## config.mk

```make
export PLATFORM = sky130hd
export DESIGN_NAME = periph_system
export DESIGN_NICKNAME = d
export VERILOG_FILES = /design/src/periph_pkg.sv /design/src/gpio_regs.sv /design/src/periph_system.sv /design/src/periph_xbar.sv /design/src/timer_regs.sv
export VERILOG_INCLUDE_DIRS = /design/src
export SDC_FILE = /design/constraint.sdc
export NUM_CORES = 1
export LEC_CHECK = 0
export BUFFER_PORTS_ARGS = -buffer_cell sky130_fd_sc_hd__buf_2
export CAP_MARGIN = 15
export CORE_ASPECT_RATIO = 0.5
export CORE_UTILIZATION = 54
export DETAILED_ROUTE_END_ITERATION = 10
export GPL_ROUTABILITY_DRIVEN = 1
export HOLD_SLACK_MARGIN = 0.1
export PLACE_DENSITY = 0.88
export SYNTH_ARGS = -nofsm -noshare
export SYNTH_HDL_FRONTEND = slang
export SYNTH_SLANG_ARGS = --single-unit
export TNS_END_PERCENT = 100
```

## constraint.sdc

```tcl
create_clock -name clk_sys_i -period 2.21 [get_ports clk_sys_i]
set_input_delay 0.442 -clock clk_sys_i [delete_from_list [all_inputs] [get_ports clk_sys_i]]
set_output_delay 0.442 -clock clk_sys_i [all_outputs]
set_load 0.05 [all_outputs]
```

## src/periph_params.svh

```systemverilog
/*
 * Peripheral subsystem parameters.
 * Bus widths, the device map and the register offsets of each device.
 */
`ifndef PERIPH_PARAMS_SVH
`define PERIPH_PARAMS_SVH

// Host bus widths.
`define PERIPH_ADDR_W 32
`define PERIPH_DATA_W 32
`define PERIPH_BE_W   4
`define PERIPH_REG_AW 8

// Device select field, addr[15:12].
`define PERIPH_DEV_LSB 12
`define PERIPH_DEV_W   4

// Mapped regions, everything else errors.
`define DEV_GPIO  4'd0
`define DEV_TIMER 4'd1

// GPIO.
`define GPI_W            8
`define GPO_W            16
`define GPIO_SYNC_STAGES 2
`define GPIO_GPO_OFS     8'h00
`define GPIO_GPI_OFS     8'h04

// Timer register map.
`define TIMER_MTIME_LO_OFS 8'h00
`define TIMER_MTIME_HI_OFS 8'h04
`define TIMER_CMP_LO_OFS   8'h08
`define TIMER_CMP_HI_OFS   8'h0C

`endif

```

## src/periph_pkg.sv

```systemverilog
/*
 * Peripheral bus package.
 * Vector types, host and device request and response structs,
 * and the byte-enable merge shared by the register blocks.
 */
`default_nettype none
`include "periph_params.svh"

package periph_pkg;

  // Bus vectors.
  typedef logic [`PERIPH_ADDR_W-1:0]   addr_t;
  typedef logic [`PERIPH_DATA_W-1:0]   data_t;
  typedef logic [`PERIPH_BE_W-1:0]     be_t;
  typedef logic [`PERIPH_REG_AW-1:0]   reg_addr_t;
  typedef logic [`GPI_W-1:0]           gpi_t;
  typedef logic [`GPO_W-1:0]           gpo_t;
  typedef logic [2*`PERIPH_DATA_W-1:0] mtime_t;

  // Host request, valid in every cycle where req is high.
  typedef struct packed {
    logic  req;
    logic  we;
    be_t   be;
    addr_t addr;
    data_t wdata;
  } periph_req_t;

  // Response, one cycle after its request.
  typedef struct packed {
    logic  rvalid;
    data_t rdata;
    logic  err;
  } periph_rsp_t;

  // Request as seen by one device; addr is the register offset.
  typedef struct packed {
    logic      req;
    logic      we;
    be_t       be;
    reg_addr_t addr;
    data_t     wdata;
  } dev_req_t;

  // Replace the enabled bytes of a word.
  function automatic data_t apply_be(data_t old_w, data_t new_w, be_t be);
    data_t merged;
    merged = old_w;
    for (int i = 0; i < `PERIPH_BE_W; i++) begin
      if (be[i]) begin
        merged[i*8 +: 8] = new_w[i*8 +: 8];
      end
    end
    return merged;
  endfunction

endpackage

`default_nettype wire

```

## src/gpio_regs.sv

```systemverilog
/*
 * GPIO register block.
 * Byte-writable output register and synchronized inputs.
 */
`timescale 1ns/10ps
`default_nettype none
`include "periph_params.svh"

module gpio_regs import periph_pkg::*; (
  input  logic        clk_sys_i,
  input  logic        arst_n_i,

  input  dev_req_t    dev_req_i,
  output periph_rsp_t dev_rsp_o,

  input  gpi_t        gp_i,
  output gpo_t        gp_o
);

  gpi_t  gpi_sync_q [`GPIO_SYNC_STAGES];
  gpo_t  gpo_q;
  gpo_t  gpo_d;
  logic  hit_gpo;
  logic  hit_gpi;
  logic  gpo_we;
  logic  rvalid_q;
  logic  err_q;
  data_t rdata_d;
  data_t rdata_q;

  assign hit_gpo = (dev_req_i.addr == `GPIO_GPO_OFS);
  assign hit_gpi = (dev_req_i.addr == `GPIO_GPI_OFS);
  assign gpo_we  = dev_req_i.req & dev_req_i.we & hit_gpo;

  // Upper enable bits fall beyond the output width.
  assign gpo_d = gpo_t'(apply_be(data_t'(gpo_q), dev_req_i.wdata, dev_req_i.be));

  // Input synchronizer.
  always_ff @(posedge clk_sys_i or negedge arst_n_i) begin
    if (!arst_n_i) begin
      for (int i = 0; i < `GPIO_SYNC_STAGES; i++) begin
        gpi_sync_q[i] <= '0;
      end
    end else begin
      gpi_sync_q[0] <= gp_i;
      for (int i = 1; i < `GPIO_SYNC_STAGES; i++) begin
        gpi_sync_q[i] <= gpi_sync_q[i-1];
      end
    end
  end

  // Read data, zero for writes.
  always_comb begin
    rdata_d = '0;
    if (dev_req_i.req && !dev_req_i.we) begin
      if (hit_gpo) begin
        rdata_d = data_t'(gpo_q);
      end else if (hit_gpi) begin
        rdata_d = data_t'(gpi_sync_q[`GPIO_SYNC_STAGES-1]);
      end
    end
  end

  always_ff @(posedge clk_sys_i or negedge arst_n_i) begin
    if (!arst_n_i) begin
      gpo_q    <= '0;
      rvalid_q <= 1'b0;
      err_q    <= 1'b0;
    end else begin
      if (gpo_we) begin
        gpo_q <= gpo_d;
      end
      rvalid_q <= dev_req_i.req;
      err_q    <= dev_req_i.req & ~hit_gpo & ~hit_gpi;
    end
  end

  always_ff @(posedge clk_sys_i) begin
    rdata_q <= rdata_d;
  end

  assign gp_o             = gpo_q;
  assign dev_rsp_o.rvalid = rvalid_q;
  assign dev_rsp_o.rdata  = rdata_q;
  assign dev_rsp_o.err    = err_q;

  rvalid_follows_req_a: assert property (
    @(posedge clk_sys_i) disable iff (!arst_n_i)
    1'b1 |=> (dev_rsp_o.rvalid == $past(dev_req_i.req))
  );

endmodule

`default_nettype wire

```

## src/periph_system.sv

```systemverilog
/*
 * Peripheral subsystem top.
 * One host bus split by the crossbar into GPIO and timer.
 */
`timescale 1ns/10ps
`default_nettype none

module periph_system import periph_pkg::*; (
  input  logic        clk_sys_i,
  input  logic        arst_n_i,

  input  periph_req_t host_req_i,
  output periph_rsp_t host_rsp_o,

  input  gpi_t        gp_i,
  output gpo_t        gp_o,
  output logic        timer_irq_o
);

  // Device side of the crossbar.
  dev_req_t    gpio_req;
  periph_rsp_t gpio_rsp;
  dev_req_t    timer_req;
  periph_rsp_t timer_rsp;

  periph_xbar u_xbar (
    .clk_sys_i  (clk_sys_i),
    .arst_n_i   (arst_n_i),
    .host_req_i (host_req_i),
    .host_rsp_o (host_rsp_o),
    .gpio_req_o (gpio_req),
    .gpio_rsp_i (gpio_rsp),
    .timer_req_o(timer_req),
    .timer_rsp_i(timer_rsp)
  );

  gpio_regs u_gpio (
    .clk_sys_i(clk_sys_i),
    .arst_n_i (arst_n_i),
    .dev_req_i(gpio_req),
    .dev_rsp_o(gpio_rsp),
    .gp_i     (gp_i),
    .gp_o     (gp_o)
  );

  timer_regs u_timer (
    .clk_sys_i  (clk_sys_i),
    .arst_n_i   (arst_n_i),
    .dev_req_i  (timer_req),
    .dev_rsp_o  (timer_rsp),
    .timer_irq_o(timer_irq_o)
  );

endmodule

`default_nettype wire

```

## src/periph_xbar.sv

```systemverilog
/*
 * Peripheral crossbar.
 * Decodes the host address into one device request and merges the
 * device responses; unmapped regions answer with an error.
 */
`timescale 1ns/10ps
`default_nettype none
`include "periph_params.svh"

module periph_xbar import periph_pkg::*; (
  input  logic        clk_sys_i,
  input  logic        arst_n_i,

  input  periph_req_t host_req_i,
  output periph_rsp_t host_rsp_o,

  output dev_req_t    gpio_req_o,
  input  periph_rsp_t gpio_rsp_i,
  output dev_req_t    timer_req_o,
  input  periph_rsp_t timer_rsp_i
);

  logic [`PERIPH_DEV_W-1:0] dev_sel;
  logic                     sel_gpio;
  logic                     sel_timer;
  logic                     unmapped_q;
  dev_req_t                 dev_req;

  //////////////////////////////
  // Address decode
  //////////////////////////////

  assign dev_sel   = host_req_i.addr[`PERIPH_DEV_LSB +: `PERIPH_DEV_W];
  assign sel_gpio  = (dev_sel == `DEV_GPIO);
  assign sel_timer = (dev_sel == `DEV_TIMER);

  // Payload common to both devices.
  always_comb begin
    dev_req.req   = 1'b0;
    dev_req.we    = host_req_i.we;
    dev_req.be    = host_req_i.be;
    dev_req.addr  = host_req_i.addr[`PERIPH_REG_AW-1:0];
    dev_req.wdata = host_req_i.wdata;
  end

  always_comb begin
    gpio_req_o      = dev_req;
    gpio_req_o.req  = host_req_i.req & sel_gpio;
    timer_req_o     = dev_req;
    timer_req_o.req = host_req_i.req & sel_timer;
  end

  // No device answers an unmapped access, so answer it here.
  always_ff @(posedge clk_sys_i or negedge arst_n_i) begin
    if (!arst_n_i) begin
      unmapped_q <= 1'b0;
    end else begin
      unmapped_q <= host_req_i.req & ~sel_gpio & ~sel_timer;
    end
  end

  //////////////////////////////
  // Response merge
  //////////////////////////////

  always_comb begin
    host_rsp_o.rvalid = gpio_rsp_i.rvalid | timer_rsp_i.rvalid | unmapped_q;
    host_rsp_o.err    = unmapped_q
                      | (gpio_rsp_i.rvalid & gpio_rsp_i.err)
                      | (timer_rsp_i.rvalid & timer_rsp_i.err);
    if (gpio_rsp_i.rvalid) begin
      host_rsp_o.rdata = gpio_rsp_i.rdata;
    end else if (timer_rsp_i.rvalid) begin
      host_rsp_o.rdata = timer_rsp_i.rdata;
    end else begin
      // Unmapped or idle.
      host_rsp_o.rdata = '0;
    end
  end

  //////////////////////////////
  // Assertions
  //////////////////////////////

  dev_req_onehot_a: assert property (
    @(posedge clk_sys_i) disable iff (!arst_n_i)
    !(gpio_req_o.req && timer_req_o.req)
  );

  // At most one source answers in a cycle, across both devices.
  rsp_onehot_a: assert property (
    @(posedge clk_sys_i) disable iff (!arst_n_i)
    $onehot0({gpio_rsp_i.rvalid, timer_rsp_i.rvalid, unmapped_q})
  );

endmodule

`default_nettype wire

```

## src/timer_regs.sv

```systemverilog
/*
 * Machine timer.
 * Free-running 64-bit counter, 64-bit compare value and a registered
 * interrupt, each half accessible as a 32-bit register.
 */
`timescale 1ns/10ps
`default_nettype none
`include "periph_params.svh"

module timer_regs import periph_pkg::*; (
  input  logic        clk_sys_i,
  input  logic        arst_n_i,

  input  dev_req_t    dev_req_i,
  output periph_rsp_t dev_rsp_o,

  output logic        timer_irq_o
);

  mtime_t mtime_q;
  mtime_t mtime_d;
  mtime_t mtimecmp_q;
  mtime_t mtimecmp_d;
  data_t  mtime_lo;
  data_t  mtime_hi;
  data_t  cmp_lo;
  data_t  cmp_hi;
  logic   wr_en;
  logic   ofs_ok;
  logic   irq_q;
  logic   rvalid_q;
  logic   err_q;
  data_t  rdata_d;
  data_t  rdata_q;

  assign mtime_lo = mtime_q[`PERIPH_DATA_W-1:0];
  assign mtime_hi = mtime_q[2*`PERIPH_DATA_W-1:`PERIPH_DATA_W];
  assign cmp_lo   = mtimecmp_q[`PERIPH_DATA_W-1:0];
  assign cmp_hi   = mtimecmp_q[2*`PERIPH_DATA_W-1:`PERIPH_DATA_W];
  assign wr_en    = dev_req_i.req & dev_req_i.we;

  //////////////////////////////
  // Register decode
  //////////////////////////////

  always_comb begin
    mtime_d    = mtime_q + mtime_t'(1);
    mtimecmp_d = mtimecmp_q;
    rdata_d    = '0;
    ofs_ok     = 1'b1;
    case (dev_req_i.addr)
      `TIMER_MTIME_LO_OFS: begin
        // A counter write holds off the increment.
        if (wr_en) begin
          mtime_d = {mtime_hi, apply_be(mtime_lo, dev_req_i.wdata, dev_req_i.be)};
        end
        rdata_d = mtime_lo;
      end
      `TIMER_MTIME_HI_OFS: begin
        if (wr_en) begin
          mtime_d = {apply_be(mtime_hi, dev_req_i.wdata, dev_req_i.be), mtime_lo};
        end
        rdata_d = mtime_hi;
      end
      `TIMER_CMP_LO_OFS: begin
        if (wr_en) begin
          mtimecmp_d = {cmp_hi, apply_be(cmp_lo, dev_req_i.wdata, dev_req_i.be)};
        end
        rdata_d = cmp_lo;
      end
      `TIMER_CMP_HI_OFS: begin
        if (wr_en) begin
          mtimecmp_d = {apply_be(cmp_hi, dev_req_i.wdata, dev_req_i.be), cmp_lo};
        end
        rdata_d = cmp_hi;
      end
      default: begin
        ofs_ok = 1'b0;
      end
    endcase
    // Reads only; writes and errors return zero.
    if (!dev_req_i.req || dev_req_i.we) begin
      rdata_d = '0;
    end
  end

  //////////////////////////////
  // State
  //////////////////////////////

  always_ff @(posedge clk_sys_i or negedge arst_n_i) begin
    if (!arst_n_i) begin
      mtime_q    <= '0;
      mtimecmp_q <= '1;
      irq_q      <= 1'b0;
      rvalid_q   <= 1'b0;
      err_q      <= 1'b0;
    end else begin
      mtime_q    <= mtime_d;
      mtimecmp_q <= mtimecmp_d;
      irq_q      <= (mtime_q >= mtimecmp_q);
      rvalid_q   <= dev_req_i.req;
      err_q      <= dev_req_i.req & ~ofs_ok;
    end
  end

  always_ff @(posedge clk_sys_i) begin
    rdata_q <= rdata_d;
  end

  assign timer_irq_o      = irq_q;
  assign dev_rsp_o.rvalid = rvalid_q;
  assign dev_rsp_o.rdata  = rdata_q;
  assign dev_rsp_o.err    = err_q;

  rvalid_follows_req_a: assert property (
    @(posedge clk_sys_i) disable iff (!arst_n_i)
    1'b1 |=> (dev_rsp_o.rvalid == $past(dev_req_i.req))
  );

  irq_low_below_cmp_a: assert property (
    @(posedge clk_sys_i) disable iff (!arst_n_i)
    (mtime_q < mtimecmp_q) |=> !timer_irq_o
  );

endmodule

`default_nettype wire
```

==> metrics <==
H-tree level count 1; Max Cap Viol 0; Required @ worst endpoint 2590 ps; Final ANT Viol Nets 0; Syn Nets about 1400; Site Rows 38; clk slew on worst S/H paths ~70 ps; Clock Path Buffers 3; Mean Syn Cell Area slightly below 10 sq um; Initial Utilization 55.17%; post-route setup slack -155.2 ps; total die area 22830 sq um; DRC Markers 0; total global routing overflow 0; mapped cell area 11990 sq um; CP startpoint kind flip-flop; final setup vio count 3; outcome finished, violations left; min-delay worst type input pin to flip-flop; core area between 20000 and 25000 sq um; CP max FO 2; total number of yosys warnings 0; peak supply drop ~0.53 mV; drt wl/cell 22.66 microns; min Tclk post-route 2365 ps; post-synthesis cell count 1242; kind of critical path flip-flop to flip-flop; Pwr per Cell Area 548.1 nW/um^2; root buf cell clkbuf_16; hpwl dp approximately 30 mm; final RePlAce weighted congestion 1.017; CTS tree yes; DRT iter0 DRCs ~1600; Setup Skew 24.16 ps; Inserted Clock Buffers 20; filler instances between 1000 and 1500; clock latency on the worst-skew pair 520 ps; Slew @ Worst Pin 525.6 ps; Period Utilization, post-route 107.0%; # nets final 1681; WP data arrival 2740 ps; Antenna diodes 0; most common cell after layout, fill and taps aside buf_4; Vias ~12000; TritonCTS sink count roughly 210; Post-synth top flop dfrtp_1; WHS 152.4 ps; TritonRoute pass-1 iters 6; asr flop ratio synth between 70 and 80%; failing checks setup timing; register area share after synthesis 43.34%; largest net degree at the start of global routing 53; Die X between 200 and 250 microns; global-route wire length before repair 63.73 mm; Leak 0.006630 uW; Yosys top cell by area dfrtp_1; unrepaired setup endpoints after global routing true; Post-synth EDFFs 0; Tot GR Track Use 36.39%; Pwr Total 8610 uW; Worst Setup End Kind flip-flop; commonest non-fill, non-tap cells in the layout buf_4, dfrtp_1, a21oi_1, inv_1, buf_2; final slew viol count 0; initial antenna violation count 0; post-DR vias/cell approximately 6.5; Buffers on Ports 110; Post-Route WL about 42 mm; largest cells by area after synthesis dfrtp_1, dfstp_2, dfxtp_1; Yosys cell types 76; Layout area overhead 31.04%; Final Hold Vio Count 0; register bit total from synthesis 214; share of layout cells above drive strength 1 37.87%; top-area cell type share of the netlist area 21.29%; io pins 131; relative slew slack 64.59%; die height 107.4 microns; vias in the first global route 11420; Fmax 422.8 MHz
-- sequential cells by signal, summed over array words and instances, names as in the netlist --
register             flops
u_gpio.err_q             1
u_gpio.gp_o             16
u_gpio.gpi_sync_q       16
u_gpio.rdata_q          16
u_gpio.rvalid_q          1
u_timer.err_q            1
u_timer.mtime_q         64
u_timer.mtimecmp_q      64
u_timer.rdata_q         32
u_timer.rvalid_q         1
u_timer.timer_irq_o      1
u_xbar.unmapped_q        1
-- critical path: stages (launching register included) --
cell and delay [ps]:
dfstp_2 540, inv_1 70, ha_4 250, a21oi_2 160, o21ai_1 130, a221o_1 350
a211o_1 340, o221ai_2 180, buf_6 150, o311ai_4 80
-- cell type report --
class / instances / area [sq um] / area share (%)
clock buffer: 24 / 546.8 / 3.481
clock inverter: 12 / 116.4 / 0.7408
inverter: 89 / 334.1 / 2.127
multi-input combinational: 877 / 6586 / 41.93
sequential: 214 / 5205 / 33.14
tap: 300 / 375.4 / 2.390
timing repair buffer: 334 / 2544 / 16.19
-- path summary, 6_finish.rpt --
check / start / to / slack [ps] / cells after the start
min: host_req_i[69] / u_xbar.unmapped_q / 150 / 2
min in group asynchronous: arst_n_i / u_timer.mtime_q[57] / 420 / 2
max reg2reg: u_timer.mtimecmp_q[51] / u_timer.timer_irq_o / -160 / 9
max in group asynchronous: arst_n_i / u_timer.mtimecmp_q[8] / 1130 / 3
min reg2reg: u_gpio.gpi_sync_q[15] / u_gpio.gpi_sync_q[7] / 350 / 0
max: u_timer.mtimecmp_q[51] / u_timer.timer_irq_o / -160 / 9
-- timing repair --
action                                  4_1_cts  5_1_grt
resized for setup                            36       76
setup buffers                                 9        6
pin swaps                                    14       26
endpoints found under the setup margin       28       52
hold endpoints to repair                     25        0
hold buffers                                  9        0
-- synthesized netlist by cell type (all sizes together), types with 5 or more instances --
cell	number
buf	28
nor2	64
nand4	29
a311oi	7
a22o	25
o31ai	9
nor3	46
o22ai	9
o21ai	64
nand3	50
xnor2	9
a211oi	13
dfrtp	102
a31oi	11
a22oi	69
clkbuf	34
nor4	21
mux2	71
or3	5
and2	29
dfstp	64
ha	65
a32oi	6
and4	6
and3	21
dfxtp	48
inv	89
or4	5
nand2	81
a21oi	94
-- logic make-up after synthesis --
family	after synthesis	share of synthesized area (%)
AND/OR/NAND/NOR	374	17.46
AO/OA/AOI/OAI	355	19.70
flip-flops	214	43.34
buffers and inverters	151	5.136
multiplexers	74	6.921
adder cells (fa/ha/maj)	65	6.785
XOR/XNOR	9	0.6577
-- where the power goes --
group	total [uW]	switching (uW)	internal, uW	leakage (uW)
registers	4110	125	3990	0.00221
clock network	3570	1640	1920	0.000319
logic	930	552	378	0.00411
total	8610	2320	6290	0.00663
-- stage by stage --
step	util, %	area, sq um	cells	setup TNS (ps)	setup WS (ps)
finish	72.29	15710	1850	-322.8	-155.2
global route	72.29	15710	1850	-875.0	-188.8
CTS	70.61	15340	1844	-45.54	-45.54
detailed placement	66.07	14360	1791	-37370	-381.5
global placement	66.07	14360	1791	-26630	-396.9
floorplan	-	11990	1242	0	38.81
-- per-layer routing --
metal  track usage, %  share of wire (%)
met5                0                  0
met4            11.97                3.1
met3            7.293                 11
met2            57.80                 45
met1            49.85                 41
(Power assumes the default switching activity.)
